`config.mk`:
```
export PLATFORM = sky130hd
export DESIGN_NAME = renameCore
export DESIGN_NICKNAME = d
export VERILOG_FILES = /design/src/design/renamePkg.sv /design/src/design/regAliasTable.sv /design/src/design/reorderBuffer.sv /design/src/design/renameCore.sv
export SDC_FILE = /design/constraint.sdc
export NUM_CORES = 2
export LEC_CHECK = 0
export ABC_AREA = 0
export BUFFER_PORTS_ARGS = -buffer_cell sky130_fd_sc_hd__buf_2
export CORE_MARGIN = 5
export CORE_UTILIZATION = 45
export DETAILED_ROUTE_END_ITERATION = 6
export GPL_TIMING_DRIVEN = 0
export SKIP_CTS_REPAIR_TIMING = 1
export SLEW_MARGIN = 20
export SYNTH_ARGS = -nofsm -noshare
export SYNTH_HDL_FRONTEND = slang
export SYNTH_SLANG_ARGS = --single-unit
export TNS_END_PERCENT = 20
```
`constraint.sdc`:
```
create_clock -name clk -period 6.9 [get_ports clk]
set_input_delay 0.69 -clock clk [delete_from_list [all_inputs] [get_ports clk]]
set_output_delay 0.69 -clock clk [all_outputs]
set_load 0.05 [all_outputs]
```
`src/design/renamePkg.sv`:
```
`default_nettype none

package renamePkg;

    // architectural register number, r0 is hardwired to zero
    typedef logic [4:0] regIdxT;

    // instruction tag, 0 is reserved for "no pending writer"
    typedef logic [5:0] tagT;

    // register value
    typedef logic [31:0] dataT;

    // last tag handed out before the counter wraps back to 1
    localparam tagT maxTag = 6'd63;

    // one issue slot per cycle
    // dest of 0 means the instruction writes no register
    typedef struct packed {
        logic   valid;
        regIdxT dest;
    } issueReqT;

    // execution result, arrives out of program order
    typedef struct packed {
        logic valid;
        tagT  tag;
        dataT data;
    } doneT;

    // in-order retirement from the reorder buffer into the alias table
    typedef struct packed {
        logic   valid;
        regIdxT dest;
        tagT    tag;
        dataT   data;
    } commitT;

    // read port answer
    // tag is 0 when the value is ready to use
    typedef struct packed {
        dataT data;
        tagT  tag;
    } readRespT;

endpackage

`default_nettype wire

```
`src/design/regAliasTable.sv`:
```
`timescale 1ns/1ps
`default_nettype none

module regAliasTable #(
    parameter int numRead = 2
) (
    input  wire logic                clk,
    input  wire logic                rst,
    input  wire renamePkg::issueReqT issue,
    input  wire renamePkg::commitT   commit,
    input  wire renamePkg::regIdxT   readReg [numRead],
    output renamePkg::readRespT      readResp [numRead],
    output renamePkg::tagT           issueTag
);
    import renamePkg::*;

    localparam int numRegs = 32;

    // per-register rename state
    // avail set means value is architectural and tag is stale
    typedef struct packed {
        logic avail;
        tagT  tag;
        dataT value;
    } ratEntryT;

    ratEntryT regs [numRegs];

    // commit decode
    logic commitWrite;
    logic commitClears;

    // issue decode
    logic issueWrite;

    // tag counter successor
    tagT nextTag;

    // r0 is never written so it keeps its reset state forever
    assign commitWrite = commit.valid && (commit.dest != '0);

    // only the youngest writer of a register may release it
    // an older commit still lands its value, but the reg stays pending
    assign commitClears = commitWrite && (commit.tag == regs[commit.dest].tag);

    assign issueWrite = issue.valid && (issue.dest != '0);

    // skip tag 0, it means "no pending writer"
    assign nextTag = (issueTag == maxTag) ? tagT'(1) : issueTag + tagT'(1);

    // combinational read ports, they show state from before the edge
    always_comb begin
        for (int r = 0; r < numRead; r++) begin
            readResp[r].data = regs[readReg[r]].value;
            // pending regs report the tag to wait for
            readResp[r].tag = regs[readReg[r]].avail ? tagT'(0) : regs[readReg[r]].tag;
        end
    end

    always_ff @(posedge clk) begin
        if (rst) begin
            // every reg architectural and zero after reset
            for (int i = 0; i < numRegs; i++) begin
                regs[i] <= ratEntryT'{avail: 1'b1, tag: '0, value: '0};
            end
            issueTag <= tagT'(1);
        end else begin
            // commit first
            if (commitWrite) begin
                regs[commit.dest].value <= commit.data;
                if (commitClears) begin
                    regs[commit.dest].avail <= 1'b1;
                end
            end

            // issue second, so a same-cycle issue to the committed reg
            // overrides the avail bit and leaves it pending on the new tag
            if (issueWrite) begin
                regs[issue.dest].avail <= 1'b0;
                regs[issue.dest].tag <= issueTag;
            end

            // every issue consumes a tag, even with no destination,
            // since the reorder buffer still tracks it
            if (issue.valid) begin
                issueTag <= nextTag;
            end
        end
    end

    // the reorder buffer filters out r0 writers before commit
    commitNeverR0: assert property (
        @(posedge clk) disable iff (rst)
        commit.valid |-> (commit.dest != '0)
    );

endmodule

`default_nettype wire

```
`src/design/reorderBuffer.sv`:
```
`timescale 1ns/1ps
`default_nettype none

module reorderBuffer #(
    parameter int robDepth = 8
) (
    input  wire logic                clk,
    input  wire logic                rst,
    input  wire renamePkg::issueReqT issue,
    input  wire renamePkg::tagT      issueTag,
    input  wire renamePkg::doneT     done,
    output renamePkg::commitT        commit,
    output logic                     robFull
);
    import renamePkg::*;

    localparam int ptrW = (robDepth > 1) ? $clog2(robDepth) : 1;
    localparam int cntW = $clog2(robDepth + 1);

    typedef logic [ptrW-1:0] ptrT;
    typedef logic [cntW-1:0] cntT;

    // payload of one in-flight instruction
    typedef struct packed {
        regIdxT dest;
        tagT    tag;
        dataT   value;
    } robEntryT;

    robEntryT entries [robDepth];

    // per-slot control bits
    logic [robDepth-1:0] occupied;
    logic [robDepth-1:0] complete;

    // associative tag match for the done strobe
    logic [robDepth-1:0] doneMatch;

    ptrT headPtr;
    ptrT tailPtr;
    cntT count;

    logic push;
    logic retire;

    // circular increment, depth need not be a power of two
    function automatic ptrT nextPtr(input ptrT p);
        return (p == ptrT'(robDepth - 1)) ? ptrT'(0) : p + ptrT'(1);
    endfunction

    assign push = issue.valid;

    // head leaves as soon as its result is in
    assign retire = occupied[headPtr] && complete[headPtr];

    assign robFull = (count == cntT'(robDepth));

    // search all live, unfinished entries for the finishing tag
    always_comb begin
        for (int i = 0; i < robDepth; i++) begin
            doneMatch[i] = done.valid && occupied[i] && !complete[i]
                           && (entries[i].tag == done.tag);
        end
    end

    // commit straight from the head slot
    // no-destination entries still pop, just without a table write
    always_comb begin
        commit.valid = retire && (entries[headPtr].dest != '0);
        commit.dest = entries[headPtr].dest;
        commit.tag = entries[headPtr].tag;
        commit.data = entries[headPtr].value;
    end

    // control state
    always_ff @(posedge clk) begin
        if (rst) begin
            occupied <= '0;
            complete <= '0;
            headPtr <= '0;
            tailPtr <= '0;
            count <= '0;
        end else begin
            // a match never hits the head while it retires, since
            // only incomplete entries match
            for (int i = 0; i < robDepth; i++) begin
                if (doneMatch[i]) begin
                    complete[i] <= 1'b1;
                end
            end

            if (retire) begin
                occupied[headPtr] <= 1'b0;
                complete[headPtr] <= 1'b0;
                headPtr <= nextPtr(headPtr);
            end

            // tail slot is free here, the issuer holds off while full
            if (push) begin
                occupied[tailPtr] <= 1'b1;
                complete[tailPtr] <= 1'b0;
                tailPtr <= nextPtr(tailPtr);
            end

            case ({push, retire})
                2'b10:   count <= count + cntT'(1);
                2'b01:   count <= count - cntT'(1);
                default: count <= count;
            endcase
        end
    end

    // payload, written on issue and on completion only
    always_ff @(posedge clk) begin
        for (int i = 0; i < robDepth; i++) begin
            if (doneMatch[i]) begin
                entries[i].value <= done.data;
            end
        end
        if (push) begin
            entries[tailPtr].dest <= issue.dest;
            entries[tailPtr].tag <= issueTag;
        end
    end

    // back-pressure is a level, the issuer must honor it
    noIssueWhenFull: assert property (
        @(posedge clk) disable iff (rst)
        robFull |-> !issue.valid
    );

    // done must name exactly one outstanding instruction
    doneTagUnique: assert property (
        @(posedge clk) disable iff (rst)
        done.valid |-> $onehot(doneMatch)
    );

endmodule

`default_nettype wire

```
`src/design/renameCore.sv`:
```
`timescale 1ns/1ps
`default_nettype none

module renameCore #(
    parameter int numRead  = 2,
    parameter int robDepth = 8
) (
    input  wire logic                clk,
    input  wire logic                rst,
    // issue and completion strobes
    input  wire renamePkg::issueReqT issue,
    input  wire renamePkg::doneT     done,
    // operand lookup
    input  wire renamePkg::regIdxT   readReg [numRead],
    output renamePkg::readRespT      readResp [numRead],
    // tag the next issue will get
    output renamePkg::tagT           issueTag,
    // level, no issue allowed while high
    output logic                     robFull
);
    import renamePkg::*;

    // in-order retirement from buffer into table
    commitT commit;

    // alias table owns the tag counter
    // both blocks see the same issue strobe
    regAliasTable #(
        .numRead (numRead)
    ) ratInst (
        .clk      (clk),
        .rst      (rst),
        .issue    (issue),
        .commit   (commit),
        .readReg  (readReg),
        .readResp (readResp),
        .issueTag (issueTag)
    );

    // buffer latches issueTag with the destination into its tail slot
    reorderBuffer #(
        .robDepth (robDepth)
    ) robInst (
        .clk      (clk),
        .rst      (rst),
        .issue    (issue),
        .issueTag (issueTag),
        .done     (done),
        .commit   (commit),
        .robFull  (robFull)
    );

endmodule

`default_nettype wire

```
==> flow_summary.json <==
{
  "worstSetupStartpointType": "input pin",
  "layout-drive-gt1-share_pct": 29.21,
  "drc": 0,
  "fmax_mhz": 181.9,
  "clock_sinks": 1627,
  "nNetsFinal": 5585,
  "synth_edf_count": 1560,
  "worstRegToRegCells": 8,
  "cap_violations": 0,
  "cellPowerDensity_mw_per_mm2": 252.7,
  "ant_nets": 0,
  "wire_per_inst_um": 37.59,
  "final-instance-count-excl-fill": 8036,
  "worstHoldPathCells": 1,
  "drt_pass1_iterations": 6,
  "die_width_um": 434.3,
  "path_class": "in -> out",
  "drt_iter0_drc": 7630,
  "grt_pass1_wl_um": 414600,
  "cts_made_buffers": 178,
  "vdd_ir_drop_max_uv": 191.1,
  "core-area_mm2": 0.1788,
  "synthCells": 5114,
  "netlist_top_cells_area": "edfxtp_1 58%, mux4_2 24%, nor2_1 5.2%, clkbuf_1 1.7%, dfxtp_1 1.7%",
  "synth_cell_types": 71,
  "cp.arrival_ns": 4.81,
  "die_h_um": 434.3,
  "min-delay-start": "done[1]",
  "fin_tns_setup_ns": 0,
  "critical_path.endpoint": "readResp[5]",
  "path_max_fanout": 10,
  "setup_viol": 0,
  "clkTransAtPathRegs_ns": 0.06,
  "synth_seq_area_share_pct": 59.48,
  "grt_max_degree": 33,
  "final.setup_skew_ns": 0.04603,
  "endpoint_kind": "output pin",
  "dieArea_mm2": 0.1886,
  "worstPathRequired_ns": 6.21,
  "place.gp.congestion": 0.9935,
  "avgSynthCellArea_um2": 15.84,
  "rr_endpoint": "ratInst.regs[4][7]$_DFFE_PP_",
  "dp.cells": 7693,
  "yosysTopAreaCell": "edfxtp_1",
  "grt_antenna_before_repair": 27,
  "ys_warn_count": 0,
  "worst_hold_slack_ns": 0.1420,
  "leakage_nw": 31.67,
  "area_growth_pct": 13.31,
  "max-slew-margin-rel_pct": 13.89,
  "post_drt_via_cell_ratio": 6.621,
  "grt_usage_pct": 31.97,
  "dpl.hpwl_um": 212900,
  "async_flop_share_pct": 0,
  "tritoncts": "yes",
  "placed_area_mm2": 0.08607,
  "netlist_area_mm2": 0.08102,
  "worstMarginPinSlew_ns": 1.292,
  "portBuffers": 120,
  "grt_overflow": 0,
  "synth-main-ff-cell": "edfxtp_1",
  "vias": 53210,
  "row_count": 155,
  "startpoint": "readReg[1]",
  "hold_path.class": "in -> reg",
  "slew_violations": 0,
  "rsz0062_at_grt": "false",
  "fill_cells": 14890,
  "period_needed_ns": 5.497,
  "grt_pass1_vias": 52350,
  "clock_latency_ns": 0.84,
  "ys_seq_elements": 1627,
  "h-tree-depth": 4,
  "r2r_slack_ns": 1.46,
  "final_cell_area_mm2": 0.09180,
  "clockBufferDepth": 3,
  "status": "finished clean",
  "io_pins": 140,
  "yosysTopAreaCellShare_pct": 57.82,
  "root_buffer": "clkbuf_16",
  "hold_violations": 0,
  "start_util_pct": 45.31,
  "routed_wl_um": 302100,
  "min_period_over_period_pct": 79.67
}
## power by group
| part | internal, mW | total, mW | switching (mW) |
|---|---|---|---|
| clock network | 5.33 | 9.40 | 4.07 |
| registers | 11.1 | 11.3 | 0.184 |
| logic | 0.943 | 2.54 | 1.60 |
## through the flow
| step | setup slack [ns] | total power, mW | utilization, % |
|---|---|---|---|
| finish | 1.403 | 23.20 | 51.34 |
| global route | 1.393 | 23.71 | 51.33 |
| CTS | 1.481 | 23.18 | 51.28 |
| detailed placement | 1.484 | 13.95 | 48.14 |
| global placement | -0.2800 | 13.90 | 47.37 |
| floorplan | 2.724 | 12.93 | - |
## cells in the mapped netlist (all sizes together), types with 39 or more instances
master     n
mux4     868
nand4     48
edfxtp  1560
dfxtp     67
mux2i     99
buf      124
o21ai     74
nand2     99
mux2      70
nor2    1128
nor3      39
and2     186
clkbuf   375
nand2b    41
nand3     53
## how the worst min path moves through the flow
stage	slack, ns	end
2_1_floorplan	0.43	ratInst.regs[0][38]$_SDFF_PP0_
3_3_place_gp	0.48	robInst.count[3]$_SDFFE_PP0P_
3_5_place_dp	0.49	robInst.occupied[6]$_SDFF_PP0_
4_1_cts	0.09	robInst.entries[3][19]$_DFFE_PP_
5_1_grt	0.11	robInst.entries[0][22]$_DFFE_PP_
6_report	0.14	robInst.entries[2][1]$_DFFE_PP_
## critical path, cell delays in order
cell      delay (ns)
clkbuf_1        0.47
clkbuf_1        0.93
clkbuf_1        0.97
mux4_2          0.44
mux4_2          0.59
mux2i_1         0.38
nor2_1          0.08
buf_2           0.22
## layer usage
layer  wire length, µm  global-route usage, %  up-vias
li1                  -                      -    20870
met1            113800                  43.47    27840
met2            135000                  47.79     3762
met3             36920                  9.592      715
met4             16240                  14.67       12
met5                69                      0        -
## area by class of cell
type                       instances  area, µm²  share of cell area [%]
buffer                           499       2103                   2.291
clock buffer                     236       4828                   5.260
clock inverter                    90      795.8                  0.8669
multi-input combinational       3014      31330                   34.13
inverter                          11      41.29                 0.04498
sequential                      1627      48190                   52.50
timing repair buffer             188       1519                   1.655
antenna                           16      40.04                 0.04362
tap                             2355       2947                   3.210
## sequential cells by signal, summed over array words and instances, names as in the netlist, named ones only
name,cells
ratInst.issueTag,6
ratInst.regs,1248
robInst.complete,8
robInst.count,4
robInst.entries,344
robInst.headPtr,3
robInst.occupied,8
robInst.tailPtr,3
## logic make-up (layout without fill, tap and decap cells)
kind of cell	count (synthesis)	after routing	synth area share, %
AOI/OAI and AO/OA	199	199	1.821
buffers and inverters	510	1024	2.511
and+or+nand+nor	1674	1674	9.064
DFF	1627	1627	59.48
muxes	1037	1037	26.36
xor gates and xnor gates	57	57	0.6162
adders and majority gates	9	9	0.1483
other	1	54	0.004629
## cell usage in the layout (no fill, tap or decap), types with 38 or more instances in the layout
master,n
o21ai_0,44
clkbuf_1,386
nand2_1,98
dfxtp_1,63
conb_1,38
mux2i_1,71
clkbuf_2,52
edfxtp_1,1560
nand4_1,48
clkbuf_16,183
mux2_2,70
and2_1,186
nand3_1,53
mux4_2,868
nor2_1,1121
buf_2,183
Power figures use the tool's default switching activity.
